==> src/dhcp_pkg.sv <==
package dhcp_pkg;

  typedef logic [7:0]  byte_t;
  typedef logic [31:0] ipv4_t;
  typedef logic [31:0] xid_t;
  typedef logic [47:0] mac_addr_t;

  ////////////////////////////////////////
  // option codes
  ////////////////////////////////////////
  localparam byte_t OPT_PAD         = 8'd0;
  localparam byte_t OPT_SUBNET_MASK = 8'd1;
  localparam byte_t OPT_ROUTER      = 8'd3;
  localparam byte_t OPT_REQ_IP      = 8'd50;
  localparam byte_t OPT_MSG_TYPE    = 8'd53;
  localparam byte_t OPT_SERVER_ID   = 8'd54;
  localparam byte_t OPT_CLIENT_ID   = 8'd61;
  localparam byte_t OPT_END         = 8'd255;
  localparam byte_t CLIENT_ID_LEN   = 8'd7; // htype byte + mac

  localparam byte_t MSG_DISCOVER    = 8'd1;
  localparam byte_t MSG_OFFER       = 8'd2;
  localparam byte_t MSG_REQUEST     = 8'd3;
  localparam byte_t MSG_ACK         = 8'd5;

  localparam byte_t OP_BOOT_REQUEST = 8'd1;
  localparam byte_t OP_BOOT_REPLY   = 8'd2;

  ////////////////////////////////////////
  // bootp header layout
  ////////////////////////////////////////
  localparam int          HDR_LEN     = 240; // fixed part plus magic cookie
  localparam logic [31:0] DHCP_COOKIE = 32'h6382_5363;
  localparam int          OFS_XID     = 4;
  localparam int          OFS_FLAGS   = 10;
  localparam int          OFS_YIADDR  = 16;
  localparam int          OFS_SIADDR  = 20;
  localparam int          OFS_CHADDR  = 28;
  localparam int          OFS_COOKIE  = 236;

  // what the framer needs to build one frame
  typedef struct packed {
    byte_t msg_type;
    xid_t  xid;
    ipv4_t req_ip;
    ipv4_t server_id;
    logic  server_id_pres;
  } tx_msg_t;

  typedef struct packed {
    byte_t op;
    xid_t  xid;
    ipv4_t yiaddr;
    ipv4_t siaddr;
    byte_t msg_type;
    logic  msg_type_pres;
    ipv4_t subnet_mask;
    logic  subnet_mask_pres;
    ipv4_t router;
    logic  router_pres;
  } rx_msg_t;

  typedef struct packed {
    ipv4_t ipv4;
    ipv4_t router;
    logic  router_val;
    ipv4_t subnet_mask;
    logic  subnet_mask_val;
  } lease_t;

  typedef enum logic [2:0] {
    idle_s,
    discover_s,
    offer_wait_s,
    request_s,
    ack_wait_s
  } client_state_e;

endpackage

==> src/dhcp_rx_parser.sv <==
`timescale 1ns/100ps

module dhcp_rx_parser (
  input  logic              clk,
  input  logic              fsm_rst,
  input  logic              rx_val,
  input  logic              rx_sof,
  input  logic              rx_eof,
  input  dhcp_pkg::byte_t   rx_dat,
  output dhcp_pkg::rx_msg_t rx_msg,
  output logic              rx_msg_val
);

  typedef enum logic [1:0] {kind_f, len_f, data_f} field_e;

  field_e          field;
  logic            active;   // inside an accepted frame
  logic            in_opts;  // header done, cookie good
  logic [7:0]      byte_cnt;
  logic [7:0]      pos;
  logic [23:0]     shift_q;  // previous three bytes
  logic [31:0]     word;
  dhcp_pkg::byte_t opt_code;
  dhcp_pkg::byte_t opt_len;
  dhcp_pkg::byte_t opt_cnt;

  assign pos  = rx_sof ? 8'd0 : byte_cnt;
  assign word = {shift_q, rx_dat};

  always_ff @(posedge clk) begin
    rx_msg_val <= 1'b0;
    if (fsm_rst) begin
      active                  <= 1'b0;
      in_opts                 <= 1'b0;
      field                   <= kind_f;
      byte_cnt                <= '0;
      rx_msg.msg_type_pres    <= 1'b0;
      rx_msg.subnet_mask_pres <= 1'b0;
      rx_msg.router_pres      <= 1'b0;
    end else if (rx_val && (rx_sof || active)) begin
      shift_q <= word[23:0];
      if (rx_sof) begin
        active                  <= 1'b1;
        in_opts                 <= 1'b0;
        field                   <= kind_f;
        rx_msg.msg_type         <= '0;
        rx_msg.msg_type_pres    <= 1'b0;
        rx_msg.subnet_mask      <= '0;
        rx_msg.subnet_mask_pres <= 1'b0;
        rx_msg.router           <= '0;
        rx_msg.router_pres      <= 1'b0;
      end
      if (rx_sof || !in_opts) begin
        byte_cnt <= pos + 8'd1;
        if (pos == 8'd0) rx_msg.op <= rx_dat;
        if (pos == 8'(dhcp_pkg::OFS_XID + 3)) rx_msg.xid <= word;
        if (pos == 8'(dhcp_pkg::OFS_YIADDR + 3)) rx_msg.yiaddr <= word;
        if (pos == 8'(dhcp_pkg::OFS_SIADDR + 3)) rx_msg.siaddr <= word;
        if (pos == 8'(dhcp_pkg::HDR_LEN - 1)) begin // last cookie byte
          in_opts <= (word == dhcp_pkg::DHCP_COOKIE);
          active  <= (word == dhcp_pkg::DHCP_COOKIE);
        end
      end else begin
        case (field)
          kind_f: begin
            opt_code <= rx_dat;
            if (rx_dat == dhcp_pkg::OPT_END) begin
              rx_msg_val <= 1'b1;
              active     <= 1'b0;
            end else if (rx_dat != dhcp_pkg::OPT_PAD) begin
              field <= len_f;
            end
          end
          len_f: begin
            opt_len <= rx_dat;
            opt_cnt <= '0;
            field   <= (rx_dat == 8'd0) ? kind_f : data_f;
          end
          data_f: begin
            opt_cnt <= opt_cnt + 8'd1;
            if (opt_cnt == opt_len - 8'd1) begin
              field <= kind_f;
              case (opt_code)
                dhcp_pkg::OPT_MSG_TYPE: begin
                  rx_msg.msg_type      <= rx_dat;
                  rx_msg.msg_type_pres <= 1'b1;
                end
                dhcp_pkg::OPT_SUBNET_MASK: begin
                  rx_msg.subnet_mask      <= word;
                  rx_msg.subnet_mask_pres <= 1'b1;
                end
                dhcp_pkg::OPT_ROUTER: begin
                  rx_msg.router      <= word; // last 4 bytes of the list
                  rx_msg.router_pres <= 1'b1;
                end
                default: ; // skipped by length
              endcase
            end
          end
          default: field <= kind_f;
        endcase
      end
      if (rx_eof) active <= 1'b0; // frame over, end option or not
    end
  end

  // one message per frame, never back to back
  assert property (@(posedge clk) disable iff (fsm_rst) rx_msg_val |=> !rx_msg_val);

endmodule

==> src/dhcp_client_fsm.sv <==
`timescale 1ns/100ps

module dhcp_client_fsm #(
  parameter int TIMEOUT = 1000000,
  parameter int RETRIES = 3
) (
  input  logic              clk,
  input  logic              fsm_rst,
  input  logic              start,
  input  dhcp_pkg::ipv4_t   preferred_ipv4,
  input  dhcp_pkg::rx_msg_t rx_msg,
  input  logic              rx_msg_val,
  input  logic              tx_busy,
  output dhcp_pkg::tx_msg_t tx_msg,
  output logic              tx_start,
  output logic              success,
  output logic              fail,
  output dhcp_pkg::lease_t  lease
);

  localparam int TMR_W = $clog2(TIMEOUT + 1);
  localparam int TRY_W = $clog2(RETRIES + 1);

  dhcp_pkg::client_state_e state;
  logic [TMR_W-1:0]        timer;
  logic [TRY_W-1:0]        try_cnt;
  logic [31:0]             lfsr;
  dhcp_pkg::xid_t          xid;
  dhcp_pkg::ipv4_t         offer_ip;
  dhcp_pkg::ipv4_t         server_ip;
  logic                    in_wait;
  logic                    reply_hit;
  logic                    timed_out;

  function automatic logic reply_ok(dhcp_pkg::rx_msg_t m, dhcp_pkg::xid_t x,
                                    dhcp_pkg::byte_t t);
    return m.op == dhcp_pkg::OP_BOOT_REPLY && m.xid == x && m.msg_type_pres &&
           m.msg_type == t;
  endfunction

  assign in_wait   = (state == dhcp_pkg::offer_wait_s) || (state == dhcp_pkg::ack_wait_s);
  assign timed_out = (timer == TMR_W'(TIMEOUT - 1));
  assign reply_hit = rx_msg_val && reply_ok(rx_msg, xid, (state == dhcp_pkg::offer_wait_s) ?
                     dhcp_pkg::MSG_OFFER : dhcp_pkg::MSG_ACK);

  // x^32 + x^22 + x^2 + x + 1
  always_ff @(posedge clk) begin
    if (fsm_rst)
      lfsr <= 32'hace1_2468;
    else
      lfsr <= {lfsr[30:0], lfsr[31] ^ lfsr[21] ^ lfsr[1] ^ lfsr[0]};
  end

  always_ff @(posedge clk) begin
    tx_start <= 1'b0;
    if (fsm_rst) begin
      state                 <= dhcp_pkg::idle_s;
      timer                 <= '0;
      try_cnt               <= '0;
      success               <= 1'b0;
      fail                  <= 1'b0;
      lease.router_val      <= 1'b0;
      lease.subnet_mask_val <= 1'b0;
    end else if (start && (state == dhcp_pkg::idle_s || fail)) begin
      try_cnt <= '0;
      success <= 1'b0;
      fail    <= 1'b0;
      lease   <= '0;
      state   <= dhcp_pkg::discover_s;
    end else begin
      case (state)
        dhcp_pkg::discover_s: begin
          xid      <= lfsr;
          tx_msg   <= '{msg_type: dhcp_pkg::MSG_DISCOVER, xid: lfsr, req_ip: preferred_ipv4,
                        server_id: '0, server_id_pres: 1'b0};
          tx_start <= 1'b1;
          timer    <= '0;
          state    <= dhcp_pkg::offer_wait_s;
        end
        dhcp_pkg::offer_wait_s: if (reply_hit) begin
          offer_ip  <= rx_msg.yiaddr;
          server_ip <= rx_msg.siaddr;
          state     <= dhcp_pkg::request_s;
        end
        dhcp_pkg::request_s: begin
          tx_msg   <= '{msg_type: dhcp_pkg::MSG_REQUEST, xid: xid, req_ip: offer_ip,
                        server_id: server_ip, server_id_pres: 1'b1};
          tx_start <= 1'b1;
          timer    <= '0;
          state    <= dhcp_pkg::ack_wait_s;
        end
        dhcp_pkg::ack_wait_s: if (reply_hit) begin
          success <= 1'b1;
          lease   <= '{ipv4: rx_msg.yiaddr, router: rx_msg.router,
                       router_val: rx_msg.router_pres, subnet_mask: rx_msg.subnet_mask,
                       subnet_mask_val: rx_msg.subnet_mask_pres};
          state   <= dhcp_pkg::idle_s;
        end
        default: ;
      endcase
      if (in_wait && !reply_hit) begin
        timer <= timer + 1'b1;
        if (timed_out) begin
          if (try_cnt == TRY_W'(RETRIES)) begin // out of retries
            fail  <= 1'b1;
            state <= dhcp_pkg::idle_s;
          end else begin
            try_cnt <= try_cnt + 1'b1;
            state   <= dhcp_pkg::discover_s;
          end
        end
      end
    end
  end

  // framer must have finished the previous frame
  assert property (@(posedge clk) disable iff (fsm_rst) tx_start |-> !tx_busy);
  assert property (@(posedge clk) disable iff (fsm_rst) !(success && fail));

endmodule

==> src/dhcp_tx_framer.sv <==
`timescale 1ns/100ps

module dhcp_tx_framer #(
  parameter dhcp_pkg::mac_addr_t MAC_ADDR = 48'h02_00_00_00_00_01
) (
  input  logic              clk,
  input  logic              fsm_rst,
  input  logic              tx_start,
  input  dhcp_pkg::tx_msg_t tx_msg,
  input  logic              tx_req,
  output logic              tx_rdy,
  output logic              tx_val,
  output logic              tx_sof,
  output logic              tx_eof,
  output dhcp_pkg::byte_t   tx_dat,
  output logic              tx_busy
);

  localparam int OPT_LEN = 3 + 6 + 9 + 1; // msg type, req ip, client id, end

  logic [8:0]      byte_cnt;
  logic [8:0]      opt_ofs;
  logic [8:0]      last_byte;
  dhcp_pkg::byte_t next_dat;

  // byte k of an n-byte big endian field
  function automatic dhcp_pkg::byte_t pick(logic [47:0] v, int n, int k);
    return v[8*(n-1-k) +: 8];
  endfunction

  assign opt_ofs   = byte_cnt - 9'(dhcp_pkg::HDR_LEN);
  assign last_byte = 9'(dhcp_pkg::HDR_LEN + OPT_LEN - 1) + (tx_msg.server_id_pres ? 9'd6 : 9'd0);
  assign tx_busy   = tx_rdy;

  ////////////////////////////////////////
  // byte generator
  ////////////////////////////////////////
  always_comb begin
    next_dat = 8'h00;
    if (byte_cnt < 9'(dhcp_pkg::HDR_LEN)) begin
      case (byte_cnt) inside
        9'd0: next_dat = dhcp_pkg::OP_BOOT_REQUEST;
        9'd1: next_dat = 8'd1; // htype ethernet
        9'd2: next_dat = 8'd6; // hlen
        [dhcp_pkg::OFS_XID:dhcp_pkg::OFS_XID+3]:
          next_dat = pick(48'(tx_msg.xid), 4, byte_cnt - dhcp_pkg::OFS_XID);
        dhcp_pkg::OFS_FLAGS: next_dat = 8'h80; // broadcast
        [dhcp_pkg::OFS_CHADDR:dhcp_pkg::OFS_CHADDR+5]:
          next_dat = pick(MAC_ADDR, 6, byte_cnt - dhcp_pkg::OFS_CHADDR);
        [dhcp_pkg::OFS_COOKIE:dhcp_pkg::OFS_COOKIE+3]:
          next_dat = pick(48'(dhcp_pkg::DHCP_COOKIE), 4, byte_cnt - dhcp_pkg::OFS_COOKIE);
        default: next_dat = 8'h00;
      endcase
    end else begin
      case (opt_ofs) inside
        0:       next_dat = dhcp_pkg::OPT_MSG_TYPE;
        1:       next_dat = 8'd1;
        2:       next_dat = tx_msg.msg_type;
        3:       next_dat = dhcp_pkg::OPT_REQ_IP;
        4:       next_dat = 8'd4;
        [5:8]:   next_dat = pick(48'(tx_msg.req_ip), 4, opt_ofs - 5);
        9:       next_dat = dhcp_pkg::OPT_CLIENT_ID;
        10:      next_dat = dhcp_pkg::CLIENT_ID_LEN;
        11:      next_dat = 8'd1;
        [12:17]: next_dat = pick(MAC_ADDR, 6, opt_ofs - 12);
        18:      next_dat = tx_msg.server_id_pres ? dhcp_pkg::OPT_SERVER_ID : dhcp_pkg::OPT_END;
        19:      next_dat = 8'd4;
        [20:23]: next_dat = pick(48'(tx_msg.server_id), 4, opt_ofs - 20);
        default: next_dat = dhcp_pkg::OPT_END;
      endcase
    end
  end

  always_ff @(posedge clk) begin
    if (fsm_rst) begin
      tx_rdy   <= 1'b0;
      tx_val   <= 1'b0;
      tx_sof   <= 1'b0;
      tx_eof   <= 1'b0;
      byte_cnt <= '0;
    end else begin
      tx_val <= 1'b0;
      tx_sof <= 1'b0;
      tx_eof <= 1'b0;
      if (tx_start) begin
        tx_rdy   <= 1'b1;
        byte_cnt <= '0;
      end else if (tx_rdy && tx_req) begin
        tx_val   <= 1'b1;
        tx_dat   <= next_dat;
        tx_sof   <= (byte_cnt == 9'd0);
        tx_eof   <= (byte_cnt == last_byte);
        byte_cnt <= byte_cnt + 9'd1;
        if (byte_cnt == last_byte) tx_rdy <= 1'b0;
      end
    end
  end

  assert property (@(posedge clk) disable iff (fsm_rst) tx_val |-> $past(tx_rdy));

endmodule

==> src/dhcp_client.sv <==
`timescale 1ns/100ps

module dhcp_client #(
  parameter dhcp_pkg::mac_addr_t MAC_ADDR = 48'h02_00_00_00_00_01,
  parameter int                  TIMEOUT  = 1000000, // cycles per wait state
  parameter int                  RETRIES  = 3
) (
  input  logic             clk,
  input  logic             fsm_rst,
  input  logic             rx_val,
  input  logic             rx_sof,
  input  logic             rx_eof,
  input  dhcp_pkg::byte_t  rx_dat,
  input  logic             start,
  input  dhcp_pkg::ipv4_t  preferred_ipv4,
  input  logic             tx_req,
  output logic             tx_rdy,
  output logic             tx_val,
  output logic             tx_sof,
  output logic             tx_eof,
  output dhcp_pkg::byte_t  tx_dat,
  output logic             success,
  output logic             fail,
  output dhcp_pkg::lease_t lease
);

  dhcp_pkg::rx_msg_t rx_msg;
  dhcp_pkg::tx_msg_t tx_msg;
  logic              rx_msg_val;
  logic              tx_start;
  logic              tx_busy;

  dhcp_rx_parser u_rx_parser (
    .clk        (clk),
    .fsm_rst    (fsm_rst),
    .rx_val     (rx_val),
    .rx_sof     (rx_sof),
    .rx_eof     (rx_eof),
    .rx_dat     (rx_dat),
    .rx_msg     (rx_msg),
    .rx_msg_val (rx_msg_val)
  );

  dhcp_client_fsm #(
    .TIMEOUT (TIMEOUT),
    .RETRIES (RETRIES)
  ) u_client_fsm (
    .clk            (clk),
    .fsm_rst        (fsm_rst),
    .start          (start),
    .preferred_ipv4 (preferred_ipv4),
    .rx_msg         (rx_msg),
    .rx_msg_val     (rx_msg_val),
    .tx_busy        (tx_busy),
    .tx_msg         (tx_msg),
    .tx_start       (tx_start),
    .success        (success),
    .fail           (fail),
    .lease          (lease)
  );

  dhcp_tx_framer #(
    .MAC_ADDR (MAC_ADDR)
  ) u_tx_framer (
    .clk      (clk),
    .fsm_rst  (fsm_rst),
    .tx_start (tx_start),
    .tx_msg   (tx_msg),
    .tx_req   (tx_req),
    .tx_rdy   (tx_rdy),
    .tx_val   (tx_val),
    .tx_sof   (tx_sof),
    .tx_eof   (tx_eof),
    .tx_dat   (tx_dat),
    .tx_busy  (tx_busy)
  );

endmodule

==> config.mk <==
export PLATFORM = sky130hd
export DESIGN_NAME = dhcp_client
export DESIGN_NICKNAME = d
export VERILOG_FILES = /design/src/dhcp_pkg.sv /design/src/dhcp_rx_parser.sv /design/src/dhcp_client_fsm.sv /design/src/dhcp_tx_framer.sv /design/src/dhcp_client.sv
export SDC_FILE = /design/constraint.sdc
export NUM_CORES = 1
export LEC_CHECK = 0
export ABC_AREA = 1
export BUFFER_PORTS_ARGS = -buffer_cell sky130_fd_sc_hd__buf_2
export CORE_MARGIN = 2
export CORE_UTILIZATION = 45
export CTS_CLUSTER_SIZE = 24
export DETAILED_ROUTE_END_ITERATION = 6
export SYNTH_ARGS = -nofsm -noshare
export SYNTH_HDL_FRONTEND = slang
export SYNTH_SLANG_ARGS = --single-unit
==> constraint.sdc <==
create_clock -name clk -period 9.1 [get_ports clk]
set_input_delay 0.91 -clock clk [delete_from_list [all_inputs] [get_ports clk]]
set_output_delay 0.91 -clock clk [all_outputs]
set_load 0.03 [all_outputs]
* Yosys cells after proc, flatten, opt, wreduce, memory -nomap -nowiden
Index checks and enable logic that the tools add are counted.
** Word-level totals
- Register bits :: 620
- Bits of input ports :: 47
- Output and inout bits :: 112
- Logic and storage cells :: 255
** Operators by class
- Add/sub/neg operators :: 20
- Magnitude comparators :: 13
- Eq/ne operators :: 34
- Shift operators :: 6
- Mux-type cells :: 67
- Bitwise logic cells :: 11
- Reduce and logical (&&, ||, !) cells :: 58
** Operators by type and width (number)
- $mux 75 :: 4
- $pmux 105 s2 :: 1
- $mux 98 :: 2
- $mux 8 :: 23
- $shiftx 48x32->8 :: 3
- $shiftx 48x32->8 const A :: 3
- $sub 3x29->29 const A :: 4
- $mux 33 :: 2
- $sub 4x29->29 const A :: 2
- $mux 20 :: 2
- $eq 9x4->1 const B :: 4
- $eq 32x31->1 const B :: 1
- $eq 32x32->1 :: 1
- $reduce_and 4->1 :: 8
- $eq 9x2->1 const B :: 3
- $add 20x1->20 const B :: 1
- $eq 20x20->1 const B :: 1
- $sub 9x3->10 const B :: 2
- $sub 9x5->10 const B :: 2
- $eq 9x1->1 const B :: 2
- $eq 9x5->1 const B :: 2
- $ge 9x3->1 const B :: 2
- $ge 9x5->1 const B :: 2
- $le 9x5->1 const B :: 2
- 52 further kinds :: 130

* Depth between registers and ports, before layout
- Depth after elaboration :: 18
- Depth in mapped cells :: 20
- Mapped depth without buffers :: 20

* By module
From an unflattened synthesis, not the netlist that was laid out.
** Second synthesis, totals
- Cells, all modules :: 2636
- Area, all modules :: 27187.3 µm²
** By module, submodules not included
- dhcp_client_fsm :: times used 1, cells each 1354, area each 14246.2 µm², sequential area each 9919.5 µm²
- dhcp_rx_parser :: times used 1, cells each 743, area each 9790.6 µm², sequential area each 7046.8 µm²
- dhcp_tx_framer :: times used 1, cells each 539, area each 3150.5 µm², sequential area each 500.5 µm²

* Worst setup path before layout
No wires, ideal clock.
- Path kind :: in2reg
- Start :: in rx_val
- End :: reg u_rx_parser.opt_code[0] (enable)
- Setup time :: 0.374 ns
- Data arrival time :: 6.442 ns
- Data required time :: 8.726 ns
- Setup slack :: 2.284 ns
- Stages :: 6
- Buffers on the path :: 0
- Cell sequence :: inv_1 -> nor2_1 -> inv_1 -> nor2_1 -> nand2_1 -> nor2_1
** On the way
- Longest elaborated chain between the ends :: 2
** Ends and longest elaborated chain
- from (decl) :: line dhcp_client.sv:10 : input logic rx_val,
- $logic_and 1x1->1 :: line dhcp_rx_parser.sv:40 : end else if (rx_val && (rx_sof || active)) begin
- $reduce_and 4->1 (no line)
- to (signal assigned) :: line dhcp_rx_parser.sv:66 : opt_code <= rx_dat;
- to (decl) :: line dhcp_rx_parser.sv:23 : dhcp_pkg::byte_t opt_code;
Every way passes these cells.
A chain may end at the register's enable or synchronous reset.

* Worst setup path after layout
- Start :: reg u_client_fsm.xid[23]
- End :: reg, netlist name u_client_fsm.lease[92]
** On the way
- Longest elaborated chain between the ends :: 7
** Ends and longest elaborated chain
- from (decl) :: line dhcp_client_fsm.sv:28 : dhcp_pkg::xid_t xid;
- from (signal assigned) :: line dhcp_client_fsm.sv:73 : xid <= lfsr;
- $eq 32x32->1 :: line dhcp_client_fsm.sv:37 : return m.op == dhcp_pkg::OP_BOOT_REPLY && m.xid == x && m.msg_type_pres &&
- $logic_and 1x1->1 (3 in series) :: line dhcp_client_fsm.sv:37
- $logic_and 1x1->1 :: line dhcp_client_fsm.sv:43 : assign reply_hit = rx_msg_val && reply_ok(rx_msg, xid, (state == dhcp_pkg::offer_wait_s) ?
- $reduce_bool 2->1 (no line)
- $reduce_and 3->1 (no line)
Every way passes these cells.

==> run metrics <==
status=finished with violations; failing checks=DRC; most common library cell in the layout ignoring fill and taps=edfxtp_1; HP Class=flop to flop; PortBufs=roughly 160; core area=between 50,000 and 60,000 um2; P_leak=around 11 nW; Post-CTS Hold Fix Bufs=0; TNS Setup=0 ns; Async S/R FF share, synth=0%; final worst path period share=a little over two fifths; DP HPWL=45.9 mm; initial drt markers=approximately 1,800; Bufs and invs on worst path=1; routed length per instance=slightly above 20 um; Max IR drop VDD=between 200 and 250 uV; Critical Path AT=roughly 4.2 ns; WL final=about 69 mm; worst-path maximum fanout=84; CP required=around 9.3 ns; CP Launch Type=flop; Reg clk slew, reported paths=roughly 0.06 ns; gp weighted congestion=just over 0.9; post-synthesis cell area=about 26,000 um2; clock buffer depth=3; Die ar.=around 60,000 um2; maximum number of pins on one net before global-route repair=98; Tmin final=3.99 ns; Final Hold Viols=0; vias in the first global route=around 17,000; Fillers=between 5,000 and 6,000; Mapped Cells=~2,400; DR pass1 iterations=7; GRT Overall Usage=22.8%; EDFF count, synth=around 520; Overflow after GRT=0; skew final=~0.024 ns; PwrDens=204 nW/um2; global routing usage on met1=slightly above 30%; first-pass GRT wire length=around 100 mm; Num CTS Buffers=66; GR peak layer=met2; Slew HR=between 20% and 30%; Netlist cell types=61; Mapped Avg Cell Area=~11 um2; max cap viols=0; sequential fraction of the synthesis area=between 60% and 70%; RSZ-0062 raised after global routing=false; Antenna Nets Post-Route=0; synthesized flop and latch total=about 600; M2 GR Usage=38.0%; commonest non-fill, non-tap cells in the layout=521 x edfxtp_1, 484 x nand2_1, 278 x nor2_1; maximum clock rate=approximately 250 MHz; area of the multi-input gates=between 7000 and 8000 um2; critical path class=flop to flop; num rows=88; die extent in y=245 um; CP Capture Type=flop; Mapped Nets=about 2,500; CTS tree=yes; CTS resizes=0; Via density=between 5 and 6; Final #Nets=around 2,600; CTS Root Buffer Type=clkbuf_16; antenna violations before repair=3; number of setup buffers added after CTS=0; share of layout cells above drive strength 1=between 10% and 20%; fin. max-slew vios=0; met3 GRT Util=under 10%; Worst-Skew Late Latency=roughly 0.60 ns; CP top delay family=simple AND/OR/NAND/NOR gates; routed vias=approximately 18,000; synth warn=0; Setup Viol. Count Final=0; top cells by area, synth=edfxtp_1 60%, nand2_1 7.0%, dfxtp_1 7.0%, nor2_1 4.1%, inv_1 3.3%; Die Span X=~240 um; drt drc=3; P&R area growth vs syn=14.0%; top-area cell type share of the netlist area=between 50% and 60%; Critical Path Slowest Stage Cell=buf_4; Reg area=roughly 17,000 um2; Total Power=6.06 mW; num ports=159; main flop type after synthesis=edfxtp_1; crit-path cells=xnor2_1 > nand4_1 > nor4_1 > nand3_1 > nor2_1 > nand2_4 > a21oi_4 > buf_4; CTS sink count=between 600 and 700; H-tree levels=3; initial core utilization=~45%; slowest stage delay, CP=0.89 ns; Synth area leader=edfxtp_1; actual slew at the worst max-slew pin=1.15 ns
==> flip-flops by register name, summed over array words and instances (netlist names), 9 cells and up <==
signal                  flops
u_client_fsm.timer         20
u_rx_parser.rx_msg        179
u_client_fsm.lease         98
u_rx_parser.shift_q        24
u_client_fsm.tx_msg        97
u_client_fsm.server_ip     32
u_tx_framer.byte_cnt        9
u_client_fsm.offer_ip      32
u_client_fsm.xid           32
u_client_fsm.lfsr          32
==> cell families after synthesis <==
| kind of cell | share of synthesized area (%) |
|---|---|
| compound gates | 6.12 |
| simple gates | 18.3 |
| xor+xnor | 2.01 |
| fa+ha+maj | 1.48 |
| buf+inv | 5.20 |
| flops | 66.8 |
==> metal layers <==
| metal | part of all wire (%) | wire length [um] |
|---|---|---|
| met5 | 0 | 0 |
| met4 | 2.2 | 1540 |
| met3 | 6.5 | 4430 |
| met2 | 49 | 33500 |
| met1 | 42 | 29000 |
==> power by group <==
part	leakage, nW	switching [mW]	internal (mW)
Clock	1.05	1.11	1.56
Sequential	5.56	0.0377	3.09
Combinational	4.63	0.201	0.0640
Total	11.2	1.35	4.71
==> synthesized netlist by cell type, types with 3 or more instances <==
| cell type | n |
|---|---|
| buf_1 | 6 |
| nor2_4 | 5 |
| xor2_1 | 24 |
| nand3_1 | 131 |
| buf_2 | 21 |
| o31ai_1 | 4 |
| clkbuf_1 | 49 |
| o211ai_1 | 6 |
| nor2_1 | 285 |
| edfxtp_1 | 521 |
| nand2_2 | 7 |
| nor2_2 | 8 |
| a31oi_1 | 3 |
| o22ai_1 | 9 |
| inv_2 | 7 |
| inv_1 | 228 |
| ha_1 | 31 |
| buf_6 | 10 |
| nor4_1 | 15 |
| nand4_1 | 53 |
| buf_4 | 5 |
| o21ai_1 | 22 |
| a22o_1 | 10 |
| nand3_2 | 14 |
| xnor2_1 | 36 |
| nand2_4 | 6 |
| or2_2 | 4 |
| o21ai_0 | 136 |
| nand2_1 | 486 |
| nor3_2 | 6 |
| nor3b_1 | 4 |
| o21ai_2 | 3 |
| a221oi_1 | 3 |
| a21oi_1 | 79 |
| nor3_1 | 28 |
| dfxtp_1 | 91 |
==> metrics by stage <==
stage,hold slack (ns),instances,setup WS [ns],area (um2),utilization [%]
2_1_floorplan,0.400,2388,2.28,26100,-
3_3_place_gp,0.401,3237,5.13,27600,48.0
3_5_place_dp,0.405,3237,5.11,27600,48.0
4_1_cts,0.402,3359,5.08,29800,51.7
5_1_grt,0.405,3359,4.83,29800,51.7
6_report,0.400,3361,5.11,29800,51.7
==> final cells by class <==
class	count	area share (%)
Sequential cell	612	58.6
Multi-Input combinational cell	1447	24.8
Clock buffer	83	6.04
Tap cell	765	3.21
Timing Repair Buffer	175	3.08
Inverter	238	3.02
Clock inverter	39	1.21
Antenna cell	2	0.0168
==> path summary, 6_finish.rpt <==
check	slack, ns	cells after the start	to	start
worst max-delay path	5.11	8	u_client_fsm.lease[92]	u_client_fsm.xid[23]
worst min-delay path	0.40	0	u_client_fsm.server_ip[26]	u_rx_parser.rx_msg[101]
worst max register to register	5.11	8	u_client_fsm.lease[92]	u_client_fsm.xid[23]
worst min register to register	0.40	0	u_client_fsm.server_ip[26]	u_rx_parser.rx_msg[101]
(Power assumes the default switching activity.)
